<file path="config.mk">
export PLATFORM = sky130hd
export DESIGN_NAME = udp_tx_tile
export DESIGN_NICKNAME = d
export VERILOG_FILES = /design/src/hdl/udp_tx_pkg.sv /design/src/hdl/udp_to_stream.sv /design/src/hdl/udp_tx_credit_fifo.sv /design/src/hdl/udp_tx_noc_in.sv /design/src/hdl/udp_tx_noc_out.sv /design/src/hdl/udp_tx_tile.sv
export SDC_FILE = /design/constraint.sdc
export NUM_CORES = 1
export LEC_CHECK = 0
export ABC_CLOCK_PERIOD_IN_PS = 9340
export BUFFER_PORTS_ARGS = -buffer_cell sky130_fd_sc_hd__buf_4
export CELL_PAD_IN_SITES_DETAIL_PLACEMENT = 1
export CELL_PAD_IN_SITES_GLOBAL_PLACEMENT = 1
export CORE_MARGIN = 4
export CORE_UTILIZATION = 52
export CTS_CLUSTER_SIZE = 20
export DETAILED_ROUTE_END_ITERATION = 7
export PLACE_DENSITY_LB_ADDON = 0.1
export SLEW_MARGIN = 20
export SYNTH_ARGS = -nofsm -noshare
export SYNTH_HDL_FRONTEND = slang
export SYNTH_HIERARCHICAL = 1
export SYNTH_SLANG_ARGS = --single-unit
</file>
<file path="constraint.sdc">
create_clock -name clk -period 9.34 [get_ports clk]
set_input_delay 1.401 -clock clk [delete_from_list [all_inputs] [get_ports clk]]
set_output_delay 1.401 -clock clk [all_outputs]
set_load 0.005 [all_outputs]
</file>
<file path="src/hdl/udp_tx_pkg.sv">
package udp_tx_pkg;

    localparam int FLIT_W        = 128;
    localparam int FLIT_BYTES    = 16;
    localparam int FLIT_BYTES_W  = $clog2(FLIT_BYTES);
    localparam int UDP_HDR_BYTES = 8;
    localparam int UDP_HDR_W     = UDP_HDR_BYTES * 8;
    localparam int UDP_PROTOCOL  = 17;
    localparam int CREDIT_DEPTH  = 4;
    localparam int CREDIT_PTR_W  = $clog2(CREDIT_DEPTH);

    typedef logic [FLIT_W-1:0]       flit_t;
    typedef logic [31:0]             ip_addr_t;
    typedef logic [15:0]             port_t;
    typedef logic [15:0]             len_t;
    typedef logic [15:0]             tstamp_t;
    typedef logic [7:0]              protocol_t;
    typedef logic [FLIT_BYTES_W-1:0] padbytes_t;

    // input header flit, most significant field first
    typedef struct packed {
        ip_addr_t   dst_ip;
        ip_addr_t   src_ip;
        port_t      src_port;
        port_t      dst_port;
        len_t       payload_len;
        tstamp_t    timestamp;
    } noc_hdr_t;

    typedef struct packed {
        ip_addr_t   src_ip;
        ip_addr_t   dst_ip;
        len_t       udp_len;
        protocol_t  protocol;
        tstamp_t    timestamp;
    } ip_meta_t;

    typedef struct packed {
        ip_addr_t   dst_ip;
        ip_addr_t   src_ip;
        len_t       udp_len;
        protocol_t  protocol;
        logic [23:0] rsvd;
        tstamp_t    timestamp;
    } out_hdr_t;

    // padbytes counts unused bytes at the low end of a last beat
    typedef struct packed {
        flit_t      data;
        logic       last;
        padbytes_t  padbytes;
    } stream_beat_t;

    typedef enum logic {
        in_hdr,
        in_data
    } in_state_e;

    typedef enum logic [1:0] {
        enc_hdr,
        enc_data,
        enc_tail
    } enc_state_e;

    typedef enum logic {
        out_hdr,
        out_data
    } out_state_e;

endpackage

</file>
<file path="src/hdl/udp_to_stream.sv">
`timescale 1ns/1ps

module udp_to_stream (
     input  logic                       clk
    ,input  logic                       arst_n

    ,input  logic                       hdr_val
    ,input  udp_tx_pkg::noc_hdr_t       hdr
    ,output logic                       hdr_rdy

    ,input  logic                       in_beat_val
    ,input  udp_tx_pkg::stream_beat_t   in_beat
    ,output logic                       in_beat_rdy

    ,output logic                       meta_val
    ,output udp_tx_pkg::ip_meta_t       meta
    ,input  logic                       meta_rdy

    ,output logic                       out_beat_val
    ,output udp_tx_pkg::stream_beat_t   out_beat
    ,input  logic                       out_beat_rdy
);

    udp_tx_pkg::enc_state_e         state;
    udp_tx_pkg::len_t               udp_len;
    udp_tx_pkg::padbytes_t          last_pad;
    udp_tx_pkg::padbytes_t          tail_pad;
    logic [udp_tx_pkg::UDP_HDR_W-1:0] carry;
    logic                           meta_free;
    logic                           beat_free;
    logic                           hdr_fire;
    logic                           in_fire;
    logic                           tail_fire;
    logic                           short_last;

    assign udp_len = hdr.payload_len + udp_tx_pkg::len_t'(udp_tx_pkg::UDP_HDR_BYTES);

    assign meta_free   = !meta_val || meta_rdy;
    assign beat_free   = !out_beat_val || out_beat_rdy;
    assign hdr_rdy     = (state == udp_tx_pkg::enc_hdr) && meta_free;
    assign in_beat_rdy = (state == udp_tx_pkg::enc_data) && beat_free;
    assign hdr_fire    = hdr_val && hdr_rdy;
    assign in_fire     = in_beat_val && in_beat_rdy;
    assign tail_fire   = (state == udp_tx_pkg::enc_tail) && beat_free;

    // at most 8 valid bytes in the final input beat means no tail beat
    assign short_last = in_beat.last
                        && (in_beat.padbytes >= udp_tx_pkg::padbytes_t'(udp_tx_pkg::UDP_HDR_BYTES));

    // shifting by 8 bytes moves the pad by 8 mod 16, for the short beat and the tail alike
    assign last_pad = in_beat.padbytes + udp_tx_pkg::padbytes_t'(udp_tx_pkg::UDP_HDR_BYTES);

    always_ff @(posedge clk or negedge arst_n) begin
        if (!arst_n) begin
            state        <= udp_tx_pkg::enc_hdr;
            meta_val     <= 1'b0;
            out_beat_val <= 1'b0;
        end else begin
            if (meta_rdy) begin
                meta_val <= 1'b0;
            end
            if (out_beat_rdy) begin
                out_beat_val <= 1'b0;
            end
            case (state)
                udp_tx_pkg::enc_hdr: begin
                    if (hdr_fire) begin
                        meta_val <= 1'b1;
                        state    <= udp_tx_pkg::enc_data;
                    end
                end
                udp_tx_pkg::enc_data: begin
                    if (in_fire) begin
                        out_beat_val <= 1'b1;
                        if (short_last) begin
                            state <= udp_tx_pkg::enc_hdr;
                        end else if (in_beat.last) begin
                            state <= udp_tx_pkg::enc_tail;
                        end
                    end
                end
                udp_tx_pkg::enc_tail: begin
                    if (tail_fire) begin
                        out_beat_val <= 1'b1;
                        state        <= udp_tx_pkg::enc_hdr;
                    end
                end
                default: begin
                    state <= udp_tx_pkg::enc_hdr;
                end
            endcase
        end
    end

    // the UDP header starts out as the carry, so the first beat needs no special case
    always_ff @(posedge clk) begin
        if (hdr_fire) begin
            meta.src_ip    <= hdr.src_ip;
            meta.dst_ip    <= hdr.dst_ip;
            meta.udp_len   <= udp_len;
            meta.protocol  <= udp_tx_pkg::protocol_t'(udp_tx_pkg::UDP_PROTOCOL);
            meta.timestamp <= hdr.timestamp;
            carry          <= {hdr.src_port, hdr.dst_port, udp_len, 16'h0000};
        end
        if (in_fire) begin
            out_beat.data     <= {carry,
                                  in_beat.data[udp_tx_pkg::FLIT_W-1 -: udp_tx_pkg::UDP_HDR_W]};
            out_beat.last     <= short_last;
            out_beat.padbytes <= short_last ? last_pad : '0;
            carry             <= in_beat.data[udp_tx_pkg::UDP_HDR_W-1:0];
            tail_pad          <= last_pad;
        end
        if (tail_fire) begin
            out_beat.data     <= {carry, {udp_tx_pkg::UDP_HDR_W{1'b0}}};
            out_beat.last     <= 1'b1;
            out_beat.padbytes <= tail_pad;
        end
    end

endmodule

</file>
<file path="src/hdl/udp_tx_credit_fifo.sv">
`timescale 1ns/1ps

module udp_tx_credit_fifo (
     input  logic                   clk
    ,input  logic                   arst_n

    ,input  logic                   wr_val
    ,input  udp_tx_pkg::flit_t      wr_data
    ,output logic                   yummy

    ,output logic                   rd_val
    ,output udp_tx_pkg::flit_t      rd_data
    ,input  logic                   rd_rdy
);

    // one extra wrap bit on each pointer tells full from empty
    logic [udp_tx_pkg::CREDIT_PTR_W:0]  wr_ptr;
    logic [udp_tx_pkg::CREDIT_PTR_W:0]  rd_ptr;
    logic                               rd_fire;

    udp_tx_pkg::flit_t mem [udp_tx_pkg::CREDIT_DEPTH];

    assign rd_val  = (wr_ptr != rd_ptr);
    assign rd_fire = rd_val && rd_rdy;
    assign rd_data = mem[rd_ptr[udp_tx_pkg::CREDIT_PTR_W-1:0]];

    // the sender holds a credit for every write, so no full check here
    always_ff @(posedge clk) begin
        if (wr_val) begin
            mem[wr_ptr[udp_tx_pkg::CREDIT_PTR_W-1:0]] <= wr_data;
        end
    end

    always_ff @(posedge clk or negedge arst_n) begin
        if (!arst_n) begin
            wr_ptr <= '0;
            rd_ptr <= '0;
            yummy  <= 1'b0;
        end else begin
            if (wr_val) begin
                wr_ptr <= wr_ptr + 1'b1;
            end
            if (rd_fire) begin
                rd_ptr <= rd_ptr + 1'b1;
            end
            // one credit goes back the cycle after each flit leaves
            yummy <= rd_fire;
        end
    end

endmodule

</file>
<file path="src/hdl/udp_tx_noc_in.sv">
`timescale 1ns/1ps

module udp_tx_noc_in (
     input  logic                       clk
    ,input  logic                       arst_n

    ,input  logic                       flit_val
    ,input  udp_tx_pkg::flit_t          flit
    ,output logic                       flit_rdy

    ,output logic                       hdr_val
    ,output udp_tx_pkg::noc_hdr_t       hdr
    ,input  logic                       hdr_rdy

    ,output logic                       beat_val
    ,output udp_tx_pkg::stream_beat_t   beat
    ,input  logic                       beat_rdy
);

    udp_tx_pkg::in_state_e  state;
    udp_tx_pkg::noc_hdr_t   flit_hdr;
    udp_tx_pkg::len_t       flit_cnt;
    udp_tx_pkg::len_t       remaining;
    udp_tx_pkg::padbytes_t  last_pad;
    logic                   hdr_free;
    logic                   beat_free;
    logic                   flit_fire;
    logic                   final_flit;

    assign flit_hdr = udp_tx_pkg::noc_hdr_t'(flit);

    // payload flits per message, payload_len / 16 rounded up
    assign flit_cnt = (flit_hdr.payload_len + udp_tx_pkg::len_t'(udp_tx_pkg::FLIT_BYTES - 1))
                      >> udp_tx_pkg::FLIT_BYTES_W;

    // hdr keeps the current message until the next header is taken
    assign last_pad = udp_tx_pkg::padbytes_t'(udp_tx_pkg::FLIT_BYTES
                      - hdr.payload_len[udp_tx_pkg::FLIT_BYTES_W-1:0]);

    assign hdr_free   = !hdr_val || hdr_rdy;
    assign beat_free  = !beat_val || beat_rdy;
    assign flit_rdy   = (state == udp_tx_pkg::in_hdr) ? hdr_free : beat_free;
    assign flit_fire  = flit_val && flit_rdy;
    assign final_flit = (remaining == udp_tx_pkg::len_t'(1));

    always_ff @(posedge clk or negedge arst_n) begin
        if (!arst_n) begin
            state     <= udp_tx_pkg::in_hdr;
            hdr_val   <= 1'b0;
            beat_val  <= 1'b0;
            remaining <= '0;
        end else begin
            if (hdr_rdy) begin
                hdr_val <= 1'b0;
            end
            if (beat_rdy) begin
                beat_val <= 1'b0;
            end
            if (flit_fire) begin
                if (state == udp_tx_pkg::in_hdr) begin
                    hdr_val   <= 1'b1;
                    remaining <= flit_cnt;
                    state     <= udp_tx_pkg::in_data;
                end else begin
                    beat_val  <= 1'b1;
                    remaining <= remaining - 1'b1;
                    if (final_flit) begin
                        state <= udp_tx_pkg::in_hdr;
                    end
                end
            end
        end
    end

    always_ff @(posedge clk) begin
        if (flit_fire && (state == udp_tx_pkg::in_hdr)) begin
            hdr <= flit_hdr;
        end
        if (flit_fire && (state == udp_tx_pkg::in_data)) begin
            beat.data     <= flit;
            beat.last     <= final_flit;
            beat.padbytes <= final_flit ? last_pad : '0;
        end
    end

endmodule

</file>
<file path="src/hdl/udp_tx_noc_out.sv">
`timescale 1ns/1ps

module udp_tx_noc_out (
     input  logic                       clk
    ,input  logic                       arst_n

    ,input  logic                       meta_val
    ,input  udp_tx_pkg::ip_meta_t       meta
    ,output logic                       meta_rdy

    ,input  logic                       beat_val
    ,input  udp_tx_pkg::stream_beat_t   beat
    ,output logic                       beat_rdy

    ,output logic                       out_val
    ,output udp_tx_pkg::flit_t          out_data
    ,input  logic                       out_rdy
);

    udp_tx_pkg::out_state_e state;
    udp_tx_pkg::out_hdr_t   hdr_flit;
    udp_tx_pkg::flit_t      keep_mask;
    logic                   out_free;
    logic                   meta_fire;
    logic                   beat_fire;

    assign out_free  = !out_val || out_rdy;
    assign meta_rdy  = (state == udp_tx_pkg::out_hdr) && out_free;
    assign beat_rdy  = (state == udp_tx_pkg::out_data) && out_free;
    assign meta_fire = meta_val && meta_rdy;
    assign beat_fire = beat_val && beat_rdy;

    always_comb begin
        hdr_flit.dst_ip    = meta.dst_ip;
        hdr_flit.src_ip    = meta.src_ip;
        hdr_flit.udp_len   = meta.udp_len;
        hdr_flit.protocol  = meta.protocol;
        hdr_flit.rsvd      = '0;
        hdr_flit.timestamp = meta.timestamp;
    end

    // pad bytes sit at the low end of the flit
    assign keep_mask = {udp_tx_pkg::FLIT_W{1'b1}} << {beat.padbytes, 3'b000};

    always_ff @(posedge clk or negedge arst_n) begin
        if (!arst_n) begin
            state   <= udp_tx_pkg::out_hdr;
            out_val <= 1'b0;
        end else begin
            if (out_rdy) begin
                out_val <= 1'b0;
            end
            if (meta_fire) begin
                out_val <= 1'b1;
                state   <= udp_tx_pkg::out_data;
            end
            if (beat_fire) begin
                out_val <= 1'b1;
                if (beat.last) begin
                    state <= udp_tx_pkg::out_hdr;
                end
            end
        end
    end

    always_ff @(posedge clk) begin
        if (meta_fire) begin
            out_data <= udp_tx_pkg::flit_t'(hdr_flit);
        end
        if (beat_fire) begin
            out_data <= beat.last ? (beat.data & keep_mask) : beat.data;
        end
    end

endmodule

</file>
<file path="src/hdl/udp_tx_tile.sv">
`timescale 1ns/1ps

module udp_tx_tile (
     input  logic               clk
    ,input  logic               arst_n

    ,input  logic               in_val
    ,input  udp_tx_pkg::flit_t  in_data
    ,output logic               in_yummy

    ,output logic               out_val
    ,output udp_tx_pkg::flit_t  out_data
    ,input  logic               out_rdy
);

    logic                       fifo_in_val;
    udp_tx_pkg::flit_t          fifo_in_data;
    logic                       in_fifo_rdy;

    logic                       in_enc_hdr_val;
    udp_tx_pkg::noc_hdr_t       in_enc_hdr;
    logic                       enc_in_hdr_rdy;

    logic                       in_enc_beat_val;
    udp_tx_pkg::stream_beat_t   in_enc_beat;
    logic                       enc_in_beat_rdy;

    logic                       enc_out_meta_val;
    udp_tx_pkg::ip_meta_t       enc_out_meta;
    logic                       out_enc_meta_rdy;

    logic                       enc_out_beat_val;
    udp_tx_pkg::stream_beat_t   enc_out_beat;
    logic                       out_enc_beat_rdy;

    udp_tx_credit_fifo credit_fifo (
         .clk       (clk            )
        ,.arst_n    (arst_n         )
        ,.wr_val    (in_val         )
        ,.wr_data   (in_data        )
        ,.yummy     (in_yummy       )
        ,.rd_val    (fifo_in_val    )
        ,.rd_data   (fifo_in_data   )
        ,.rd_rdy    (in_fifo_rdy    )
    );

    udp_tx_noc_in tx_noc_in (
         .clk       (clk            )
        ,.arst_n    (arst_n         )
        ,.flit_val  (fifo_in_val    )
        ,.flit      (fifo_in_data   )
        ,.flit_rdy  (in_fifo_rdy    )
        ,.hdr_val   (in_enc_hdr_val )
        ,.hdr       (in_enc_hdr     )
        ,.hdr_rdy   (enc_in_hdr_rdy )
        ,.beat_val  (in_enc_beat_val)
        ,.beat      (in_enc_beat    )
        ,.beat_rdy  (enc_in_beat_rdy)
    );

    udp_to_stream to_stream (
         .clk           (clk                )
        ,.arst_n        (arst_n             )
        ,.hdr_val       (in_enc_hdr_val     )
        ,.hdr           (in_enc_hdr         )
        ,.hdr_rdy       (enc_in_hdr_rdy     )
        ,.in_beat_val   (in_enc_beat_val    )
        ,.in_beat       (in_enc_beat        )
        ,.in_beat_rdy   (enc_in_beat_rdy    )
        ,.meta_val      (enc_out_meta_val   )
        ,.meta          (enc_out_meta       )
        ,.meta_rdy      (out_enc_meta_rdy   )
        ,.out_beat_val  (enc_out_beat_val   )
        ,.out_beat      (enc_out_beat       )
        ,.out_beat_rdy  (out_enc_beat_rdy   )
    );

    udp_tx_noc_out tx_noc_out (
         .clk       (clk                )
        ,.arst_n    (arst_n             )
        ,.meta_val  (enc_out_meta_val   )
        ,.meta      (enc_out_meta       )
        ,.meta_rdy  (out_enc_meta_rdy   )
        ,.beat_val  (enc_out_beat_val   )
        ,.beat      (enc_out_beat       )
        ,.beat_rdy  (out_enc_beat_rdy   )
        ,.out_val   (out_val            )
        ,.out_data  (out_data           )
        ,.out_rdy   (out_rdy            )
    );

endmodule

</file>
=== Word level (Yosys, flattened, before mapping) ===
Memory sizes are Yosys's and may differ from the RTL's.
Index checks and enable logic that the tools add are counted.

* Bits in writable memories: 512
* Output and inout port bits: 130
* Input bits: 132
* Memories: 1
* Register bits after elaboration: 718
* Logic and storage cells: 121

{| class="wikitable"
|+ Memories
! memory !! depth !! width !! read ports !! clocked after Yosys merged registers in !! wr ports !! RTL line !! RTL
|-
| credit_fifo.mem || 4 || 128 || 1 || 0 || 1 || udp_tx_credit_fifo.sv:21 || <nowiki>udp_tx_pkg::flit_t mem [udp_tx_pkg::CREDIT_DEPTH];</nowiki>
|}

* Magnitude comparators: 1
* Mux-type cells: 39
* Eq/ne operators: 8
* Add/sub/neg operators: 7
* Reductions and logical operators: 29
* Shifts and indexed selects: 1
* Bitwise gates (word level): 3

{| class="wikitable"
|+ Operators by type and width
! kind !! count
|-
| 2-to-1 mux 128 bit || 3
|-
| 2-to-1 mux 133 bit || 2
|-
| AND 128 bit || 1
|-
| 2-to-1 mux 64 bit || 2
|-
| << shifter 128 x 7 -> 128 bit, first input constant || 1
|-
| adder 16 x 4 -> 16 bit, second input constant || 2
|-
| 2-to-1 mux 1 bit || 23
|-
| equality test 16 x 1 -> 1 bit, second input constant || 1
|-
| 2-to-1 mux 16 bit || 1
|-
| subtractor 16 x 1 -> 16 bit, second input constant || 1
|-
| logical AND 1 bit || 13
|-
| 2-to-1 mux 2 bit || 5
|-
| adder 3 x 1 -> 3 bit, second input constant || 2
|-
| inequality test 2 x 1 -> 1 bit, second input constant || 3
|-
| case mux 2 bit (3 select lines) || 1
|-
| nonzero test 2 bit || 3
|-
| zero test 1 bit || 5
|-
| logical OR 1 bit || 5
|-
| adder 4 bit, second input constant || 1
|-
| greater-or-equal comparator 4 bit, second input constant || 1
|-
| 2-to-1 mux 4 bit || 1
|-
| AND reduction 4 bit || 1
|-
| subtractor 1 x 4 -> 4 bit, first input constant || 1
|-
| inequality test 3 x 2 -> 1 bit, second input constant || 1
|-
| other kinds (7) || 8
|}

=== Depth between registers and ports, before layout ===
Gate-level depths: netlist of the first run.

* Depth in word-level cells: 9
* Gate-level depth with buffers: 12
* Depth with buffers taken out: 10

=== Modules after synthesis ===
Netlist of the first run, hierarchy kept.

{| class="wikitable"
|+ Modules (own cells, without submodules)
! module !! cells each !! instances !! area each (µm²)
|-
| udp_tx_credit_fifo || 712 || 1 || 19018.2
|-
| udp_to_stream || 823 || 1 || 10979.3
|-
| udp_tx_noc_in || 422 || 1 || 9241.4
|-
| udp_tx_noc_out || 445 || 1 || 5804.3
|}

=== Worst setup path after synthesis of the first run ===
Ideal clock, no wire load.

* Kind: input-to-reg
* Start point: in out_rdy
* End point: reg tx_noc_out.out_data[0] (enable)
* Setup slack: 1.589 ns
* Stages: 4
* Setup time: 0.616 ns
* Arrival time: 7.135 ns
* Data required time: 8.724 ns
* Path buffers: 2
* Path through: nor2b_1 buf_2 clkbuf_1 nor2_1

* Word-level cells in the longest chain between the ends: 4
* Elaborated cells between the ends (all ways): 6
* Those cells by class: reduce/logical: 6

{| class="wikitable"
|+ RTL lines
! element !! RTL line !! RTL
|-
| from (decl) || udp_tx_tile.sv:13 || <nowiki>,input logic out_rdy</nowiki>
|-
| logical OR 1 bit (*) || udp_tx_noc_out.sv:27 || <nowiki>assign out_free = !out_val || out_rdy;</nowiki>
|-
| logical AND 1 bit, on equally long branches || udp_tx_noc_out.sv:29, udp_tx_noc_out.sv:28 ||
|-
| logical AND 1 bit, on equally long branches || udp_tx_noc_out.sv:31, udp_tx_noc_out.sv:30 ||
|-
| nonzero test 2 bit (no line) (*) || n/a ||
|-
| to (signal assigned) || udp_tx_noc_out.sv:68 || <nowiki>out_data <= udp_tx_pkg::flit_t'(hdr_flit);</nowiki>
|-
| to (signal assigned) || udp_tx_noc_out.sv:71 || <nowiki>out_data <= beat.last ? (beat.data & keep_mask) : beat.data;</nowiki>
|-
| to (decl) || udp_tx_noc_out.sv:16 || <nowiki>,output udp_tx_pkg::flit_t out_data</nowiki>
|}

Mark *: on every way between the ends. The rest lies on a longest branch, timed or not.
A chain may end at the register's enable or synchronous reset.

=== Worst setup path after layout of the first run ===
* Start point: in out_rdy
* End point: reg, netlist name tx_noc_in/hdr[102]

* Word-level cells in the longest chain between the ends: 8
* Elaborated cells between the ends (all ways): 12
* Those cells by class: mux: 1; reduce/logical: 11

{| class="wikitable"
|+ RTL lines
! element !! RTL line !! RTL
|-
| logical OR 1 bit || udp_tx_noc_out.sv:27 ||
|-
| logical AND 1 bit || udp_tx_noc_out.sv:28 || <nowiki>assign meta_rdy = (state == udp_tx_pkg::out_hdr) && out_free;</nowiki>
|-
| net out_enc_meta_rdy || udp_tx_tile.sv:30 || <nowiki>logic out_enc_meta_rdy;</nowiki>
|-
| logical OR 1 bit || udp_to_stream.sv:38 || <nowiki>assign meta_free = !meta_val || meta_rdy;</nowiki>
|-
| logical AND 1 bit || udp_to_stream.sv:40 || <nowiki>assign hdr_rdy = (state == udp_tx_pkg::enc_hdr) && meta_free;</nowiki>
|-
| net enc_in_hdr_rdy || udp_tx_tile.sv:22 || <nowiki>logic enc_in_hdr_rdy;</nowiki>
|-
| logical OR 1 bit || udp_tx_noc_in.sv:40 || <nowiki>assign hdr_free = !hdr_val || hdr_rdy;</nowiki>
|-
| 2-to-1 mux 1 bit || udp_tx_noc_in.sv:42 || <nowiki>assign flit_rdy = (state == udp_tx_pkg::in_hdr) ? hdr_free : beat_free;</nowiki>
|-
| logical AND 1 bit || udp_tx_noc_in.sv:43 || <nowiki>assign flit_fire = flit_val && flit_rdy;</nowiki>
|-
| logical AND 1 bit || udp_tx_noc_in.sv:76 || <nowiki>if (flit_fire && (state == udp_tx_pkg::in_hdr)) begin</nowiki>
|}

The timed path passes the listed nets, and every way through them passes these cells.

==> results of run 1 <==
-- final timing paths --
path / from / cells past startpoint / end / slack (ns)
worst min-delay path: tx_noc_in/hdr[98] / 0 / to_stream/meta[42] / 0.40
worst max register to register: credit_fifo/rd_ptr[1] / 6 / tx_noc_in/hdr[102] / 5.23
worst max-delay path: out_rdy / 10 / tx_noc_in/hdr[102] / 5.20
min in group asynchronous: arst_n / 1 / credit_fifo/wr_ptr[0] / 0.66
max in group asynchronous: arst_n / 1 / credit_fifo/rd_ptr[1] / 8.31
worst min register to register: tx_noc_in/hdr[98] / 0 / to_stream/meta[42] / 0.40
-- routing by layer --
| metal | share of wire, % | global-route usage [%] | wire length (um) |
|---|---|---|---|
| met1 | 42 | 32.52 | 44410 |
| met2 | 50 | 38.27 | 52180 |
| met3 | 5.9 | 4.199 | 6177 |
| met4 | 1.9 | 6.203 | 2025 |
| met5 | 0.0086 | 0 | 9 |
-- flip-flops by register name (all words and copies together), names as in the netlist --
name                    flops
tx_noc_in/remaining        16
tx_noc_in/hdr             128
tx_noc_out/out_data       128
to_stream/carry            64
tx_noc_out/state            1
tx_noc_in/state             1
to_stream/meta_val          1
credit_fifo/yummy           1
to_stream/out_beat        133
credit_fifo/wr_ptr          3
tx_noc_in/beat            133
credit_fifo/mem           512
tx_noc_in/hdr_val           1
credit_fifo/rd_ptr          3
tx_noc_out/out_val          1
to_stream/meta             96
to_stream/out_beat_val      1
tx_noc_in/beat_val          1
to_stream/tail_pad          4
to_stream/state             2
-- per-stage QoR --
step / utilization [%] / std cells
6_report: 61.00 / 3961
5_1_grt: 60.99 / 3960
3_3_place_gp: 56.05 / 3721
3_5_place_dp: 56.05 / 3721
4_1_cts: 60.98 / 3958
2_1_floorplan: - / 2408
-- power by group through the flow --
stage               logic (W)  clock network [W]  registers (W)
global route          0.00486            0.00540        0.00920
finish                0.00447            0.00502        0.00906
detailed placement    0.00454                  0        0.00917
floorplan             0.00298                  0        0.00895
CTS                   0.00456            0.00514        0.00908
global placement      0.00435                  0        0.00908
-- layout by cell type (no fill, tap or decap), types with 8 or more instances in the layout --
cell type	count
dfrtp_1	30
xor2_1	8
mux2_1	9
nor2_1	21
nand2_1	312
nand3_1	49
and2_1	104
o21ai_0	57
xnor2_1	21
edfxtp_1	1133
clkinv_1	20
clkbuf_16	133
ha_1	13
buf_4	288
nand4_1	10
mux4_2	128
clkinv_2	17
dfxtp_1	65
inv_1	13
a22o_1	25
o2bb2ai_1	32
and3_1	15
a21oi_1	78
conb_1	8
inv_6	8
o21ai_1	36
clkbuf_1	30
bufinv_16	9
clkbuf_8	12
mux2_2	8
-- cell families (layout without fill, tap and decap cells) --
group,after synthesis,after routing
adders and majority gates,13,13
muxes,147,147
DFF,1230,1230
buffers and inverters,136,542
xor gates and xnor gates,30,30
other,2,11
and+or+nand+nor,577,577
AOI/OAI and AO/OA,267,267
-- cell type report --
type                            instances  share of cell area (%)
Clock inverter                         62                   1.175
Timing Repair Buffer                  289                   4.165
Antenna cell                            3                 0.01439
Clock buffer                          175                   6.910
Inverter                               16                  0.1391
Sequential cell                      1230                   69.24
Multi-Input combinational cell       1042                   15.61
Tap cell                             1144                   2.743
==> metrics.csv, run 1 <==
stage,metric,value,unit
placement,Routability Congestion,0.8381,
yosys,dominant cell type by area after synthesis,edfxtp_1,
die,Initial Util,52.65,%
route,DRT Pass-1 Iters,5,
yosys,number of synthesized flops with an enable pin,1133,
pwr,Clk pwr share,27.1,%
clock_network,"CTS clk-pin slew, worst paths",0.06,ns
clock_network,CTS buffer count,130,
clock_network,post-CTS setup buffer count,0,
route,Routed Antenna Nets,0,
sta,Final Hold Fails,0,
grt,vias in the first global route,24060,
status,status,"finished, final reports clean",
route,DRT iter0 DRCs,1855,
cells_and_area,multi-input logic area,8145,um^2
yosys,cell count after synthesis,2402,
sta,final setup margin,5.202,ns
sta,RSZ-0062 raised after global routing,false,
run,maxcap violations,0,
clock_network,# hold bufs at CTS,0,
worst_setup_path,crit path cell chain,buf_4 -> nor2b_4 -> buf_4 -> nor2_1 -> nand2b_1 -> and2_1 -> nand2b_1 -> nand2_1 -> inv_6 -> buf_4,
route,vias per cell,5.696,
clock_network,post-cts repair resize count,0,
worst_setup_path,CP peak stage delay,0.87,ns
yosys,Synth Flop Type,edfxtp_1,
worst_setup_path,CP max stage cell,buf_4,
die,Top Ports,262,
sta,worst-margin pin slew,1.100,ns
yosys,Synth Area in XOR/XNOR,0.6000,%
yosys,area share of the largest cell type after synthesis,75.53,%
yosys,Synth Area in Simple Gates,6.156,%
placement,DP HPWL,66230,um
grt,first-pass GRT wire length,156100,um
clock_network,clk_lat worst skew,0.71,ns
die,die area,91390,um^2
cells_and_area,share of cells above drive strength 1,23.21,%
sta,Slew HR,26.64,%
yosys,Synth Warn #,6,
worst_setup_path,CP Data Required Time,9.64,ns
placement,post-place setup slack,4.416,ns
die,Core Box Area,85550,um^2
worst_setup_path,Setup Crit Path Kind,in -> reg,
route,Residual DRC,0,
min_path,Hold Path Class,reg -> reg,
grt,largest net degree at the start of global routing,97,
grt,initial antenna violation count,10,
grt,GRT Total Usage,23.23,%
cells_and_area,Register Area,36130,um^2
pwr,NetSw,0.005776,W
yosys,Post-Syn Area per Cell,18.75,um^2
route,via count,22560,
cells_and_area,Area Overhead vs Synth,15.85,%
yosys,#FFs+latches synth,1230,
sta,Layout Skew,0.03333,ns
grt,GRT Residual Overflow,0,
yosys,post-synthesis mux area share,6.881,%
worst_setup_path,maximum fanout along the worst path,70,
die,Die Height,302.3,um
cells_and_area,# fillers,7325,
sta,Achievable Freq,241.6,MHz
clock_network,clock tree sinks,1230,
route,Detailed Route WL,104800,um
pwr,Leakage,17.78,nW
worst_setup_path,Critical Path AT,4.44,ns
pwr,Peak VDD IR,282.5,uV
pwr,Sw Share,31.13,%
yosys,largest family of logic cells by synthesized area,multiplexers,
yosys,"Seq/Total Area, Yosys",80.20,%
worst_setup_path,crit path launch type,input port,
sta,final setup TNS,0,ns
sta,min Tclk post-route,4.138,ns
yosys,Synth Area in Adders,0.3611,%
yosys,Synth Area in Compound Gates,3.886,%
yosys,asr flop ratio synth,2.602,%
yosys,Mapped Area,45040,um^2
worst_setup_path,crit-path most repeated cell,buf_4,
placement,placed instance area,47950,um^2
sta,final worst-path cycle share,44.31,%
clock_network,Max clock buf depth,3,
yosys,most frequent cell after synthesis,edfxtp_1,
sta,final setup violation count,0,
worst_setup_path,crit end category,flip-flop,
pwr,Reg power frac,48.8,%
yosys,dominant cells by area after synthesis,"edfxtp_1, mux4_2, dfxtp_1",
yosys,most instantiated cells after synthesis,"edfxtp_1, nand2_1, mux4_2, and2_1, a21oi_1",
clock_network,Root Driver,clkbuf_16,
pwr,Power Dens Cells,355.5,nW/um^2
pwr,P_int,0.01278,W
worst_setup_path,Buf/Inv on CP,4,
worst_setup_path,"delay-heaviest family, CP",buffers and inverters,
die,Die Wd,302.3,um
cells_and_area,Nets,2854,
die,FP Rows,107,
cells_and_area,Post-Layout Inst Area,52180,um^2
sta,Min Hold Slack,0.3953,ns
pwr,Power Total,0.01855,W
pwr,Comb pwr share,24.1,%
yosys,Synth cell types,80,
placement,# port buffers,261,
sta,max-slew violations,0,
clock_network,CTS tree,yes,
clock_network,CTS H-tree depth,4,
route,WL/cell,26.46,um
(Power assumes the default switching activity.)
==> run 2: changes to the inputs <==
- ABC_CLOCK_PERIOD_IN_PS: 9340 -> 3500
- CORE_UTILIZATION: 52 -> 47
- clock period: 9.34 -> 3.5 ns (I/O delays scaled with it)
==> run 2 against run 1 <==
  * Largest power group unchanged
  * Largest cell class unchanged
  * Critical path type is now reg -> reg
  * Critical endpoint is now tx_noc_in/hdr[39]
  * Count of clock-buffer cells in the layout shrank 11
  * Combinational power increased to 2.8 times the previous value
  * Clock skew shrank 0.0078 ns
==> metrics.csv, run 2 (same netlist as run 1, synthesis figures left out) <==
stage,metric,value,unit
status,status,"finished, final reports clean",
worst_setup_path,maximum fanout along the worst path,59,
cells_and_area,most frequent cells in the layout,"edfxtp_1, nand2_1, buf_4",
die,FP Rows,113,
grt,initial antenna violation count,2,
clock_network,CTS tree,yes,
clock_network,clock tree sinks,1230,
clock_network,post-CTS setup buffer count,0,
route,DRT iter0 DRCs,2236,
sta,max-slew violations,0,
worst_setup_path,Critical Path AT,3.43,ns
pwr,NetSw,0.01524,W
run,maxcap violations,0,
clock_network,Max clock buf depth,3,
placement,Routability Congestion,0.8140,
sta,RSZ-0062 raised after global routing,false,
sta,Layout Skew,0.02555,ns
sta,final setup margin,0.4502,ns
min_path,hold path startpoint,in_data[107],
clock_network,"CTS clk-pin slew, worst paths",0.06,ns
pwr,P_int,0.03388,W
sta,Final Hold Fails,0,
route,WL/cell,25.80,um
pwr,Sw Share,31.03,%
sta,min Tclk post-route,3.050,ns
die,Top Ports,262,
sta,final setup violation count,0,
die,Core Box Area,95010,um^2
grt,first-pass GRT wire length,160200,um
sta,final setup TNS,0,ns
placement,DP HPWL,67340,um
sta,worst-margin pin slew,1.017,ns
pwr,Leakage,18.19,nW
sta,final worst-path cycle share,87.14,%
cells_and_area,Nets,2949,
route,Residual DRC,0,
route,Routed Antenna Nets,0,
pwr,Reg power frac,48.9,%
grt,GRT Residual Overflow,0,
placement,# port buffers,261,
grt,largest net degree at the start of global routing,124,
cells_and_area,share of cells above drive strength 1,23.11,%
worst_setup_path,Setup Crit Path Kind,reg -> reg,
clock_network,CTS buffer count,121,
route,via count,22870,
pwr,Comb pwr share,25.4,%
pwr,Peak VDD IR,1075,uV
sta,Achievable Freq,327.9,MHz
cells_and_area,Area Overhead vs Synth,18.26,%
cells_and_area,Post-Layout Inst Area,53270,um^2
worst_setup_path,CP max stage cell,inv_6,
worst_setup_path,crit path launch type,flip-flop,
worst_setup_path,crit path cell chain,xnor2_2 -> nand3_1 -> nor2b_1 -> nand2_1 -> inv_6 -> buf_4,
pwr,Power Dens Cells,922.2,nW/um^2
pwr,Clk pwr share,25.7,%
route,DRT Pass-1 Iters,6,
clock_network,clk_lat worst skew,0.69,ns
die,Die Height,317.6,um
min_path,Hold Path Class,in -> reg,
clock_network,CTS H-tree depth,3,
clock_network,Root Driver,clkbuf_16,
grt,GRT Total Usage,21.24,%
worst_setup_path,crit end category,flip-flop,
worst_setup_path,R2R Path Start,credit_fifo/rd_ptr[0],
die,Die Wd,317.6,um
placement,post-place setup slack,0.4289,ns
worst_setup_path,Worst setup startpoint,credit_fifo/rd_ptr[0],
worst_setup_path,CP Data Required Time,3.88,ns
route,vias per cell,5.480,
grt,vias in the first global route,24220,
route,Detailed Route WL,107700,um
placement,placed instance area,48550,um^2
die,die area,100900,um^2
sta,Slew HR,32.23,%
cells_and_area,max reg flops,512,
cells_and_area,"commonest non-fill, non-tap cell in the layout",edfxtp_1,
worst_setup_path,CP peak stage delay,0.70,ns
die,Initial Util,47.41,%
[run 2: metal layers]
| layer | track usage [%] | share of wire [%] | wire length (um) |
|---|---|---|---|
| met5 | 0 | 0 | 0 |
| met2 | 34.55 | 49 | 52480 |
| met3 | 3.307 | 5.5 | 5915 |
| met4 | 5.395 | 2.1 | 2282 |
| met1 | 30.48 | 44 | 47010 |
[run 2: metrics by stage]
stage	cells	util, %	hold WS [ns]	power, W
floorplan	2408	-	0.2294	0.03153
global placement	3866	51.10	0.4005	0.03634
detailed placement	3866	51.10	0.4052	0.03695
CTS	4172	56.04	0.0004998	0.04976
global route	4174	56.06	0.006202	0.05158
finish	4174	56.06	0.05332	0.04912
[run 2: final timing paths]
| kind | endpoint | slack, ns | depth (start not counted) |
|---|---|---|---|
| worst max register to register | tx_noc_in/hdr[39] | 0.45 | 6 |
| max in group asynchronous | credit_fifo/rd_ptr[0] | 2.75 | 2 |
| min in group asynchronous | credit_fifo/rd_ptr[1] | 0.36 | 2 |
| worst min-delay path | credit_fifo/mem[2][107] | 0.05 | 1 |
| worst min register to register | to_stream/meta[74] | 0.41 | 0 |
| worst max-delay path | tx_noc_in/hdr[39] | 0.45 | 6 |
[run 2: repair_timing]
action                                 4_1_cts  5_1_grt
resized for setup                            0        0
endpoints found under the hold margin      312        0
hold buffers                                79        0
[run 2: layout make-up]
class / count / area (um^2)
Fill cell: 8523 / 41740
Sequential cell: 1230 / 36130
Clock inverter: 63 / 506.7
Timing Repair Buffer: 393 / 3411
Multi-Input combinational cell: 1042 / 8165
Inverter: 16 / 71.32
Clock buffer: 164 / 3396
Tap cell: 1265 / 1583
Antenna cell: 1 / 2.502
[run 2: worst max-delay path: cells and delay by family, from the launching register on]
kind | cells | cell delay [ns]
flops | 1 | 0.64
buf+inv | 2 | 1.03
simple gates | 3 | 0.79
xor+xnor | 1 | 0.26
[run 2: power groups by stage]
stage               Sequential [W]  Combinational (W)  Clock [W]
floorplan                   0.0235            0.00800          0
global placement            0.0241             0.0122          0
detailed placement          0.0243             0.0126          0
CTS                         0.0240             0.0128     0.0130
global route                0.0244             0.0136     0.0136
finish                      0.0240             0.0125     0.0126
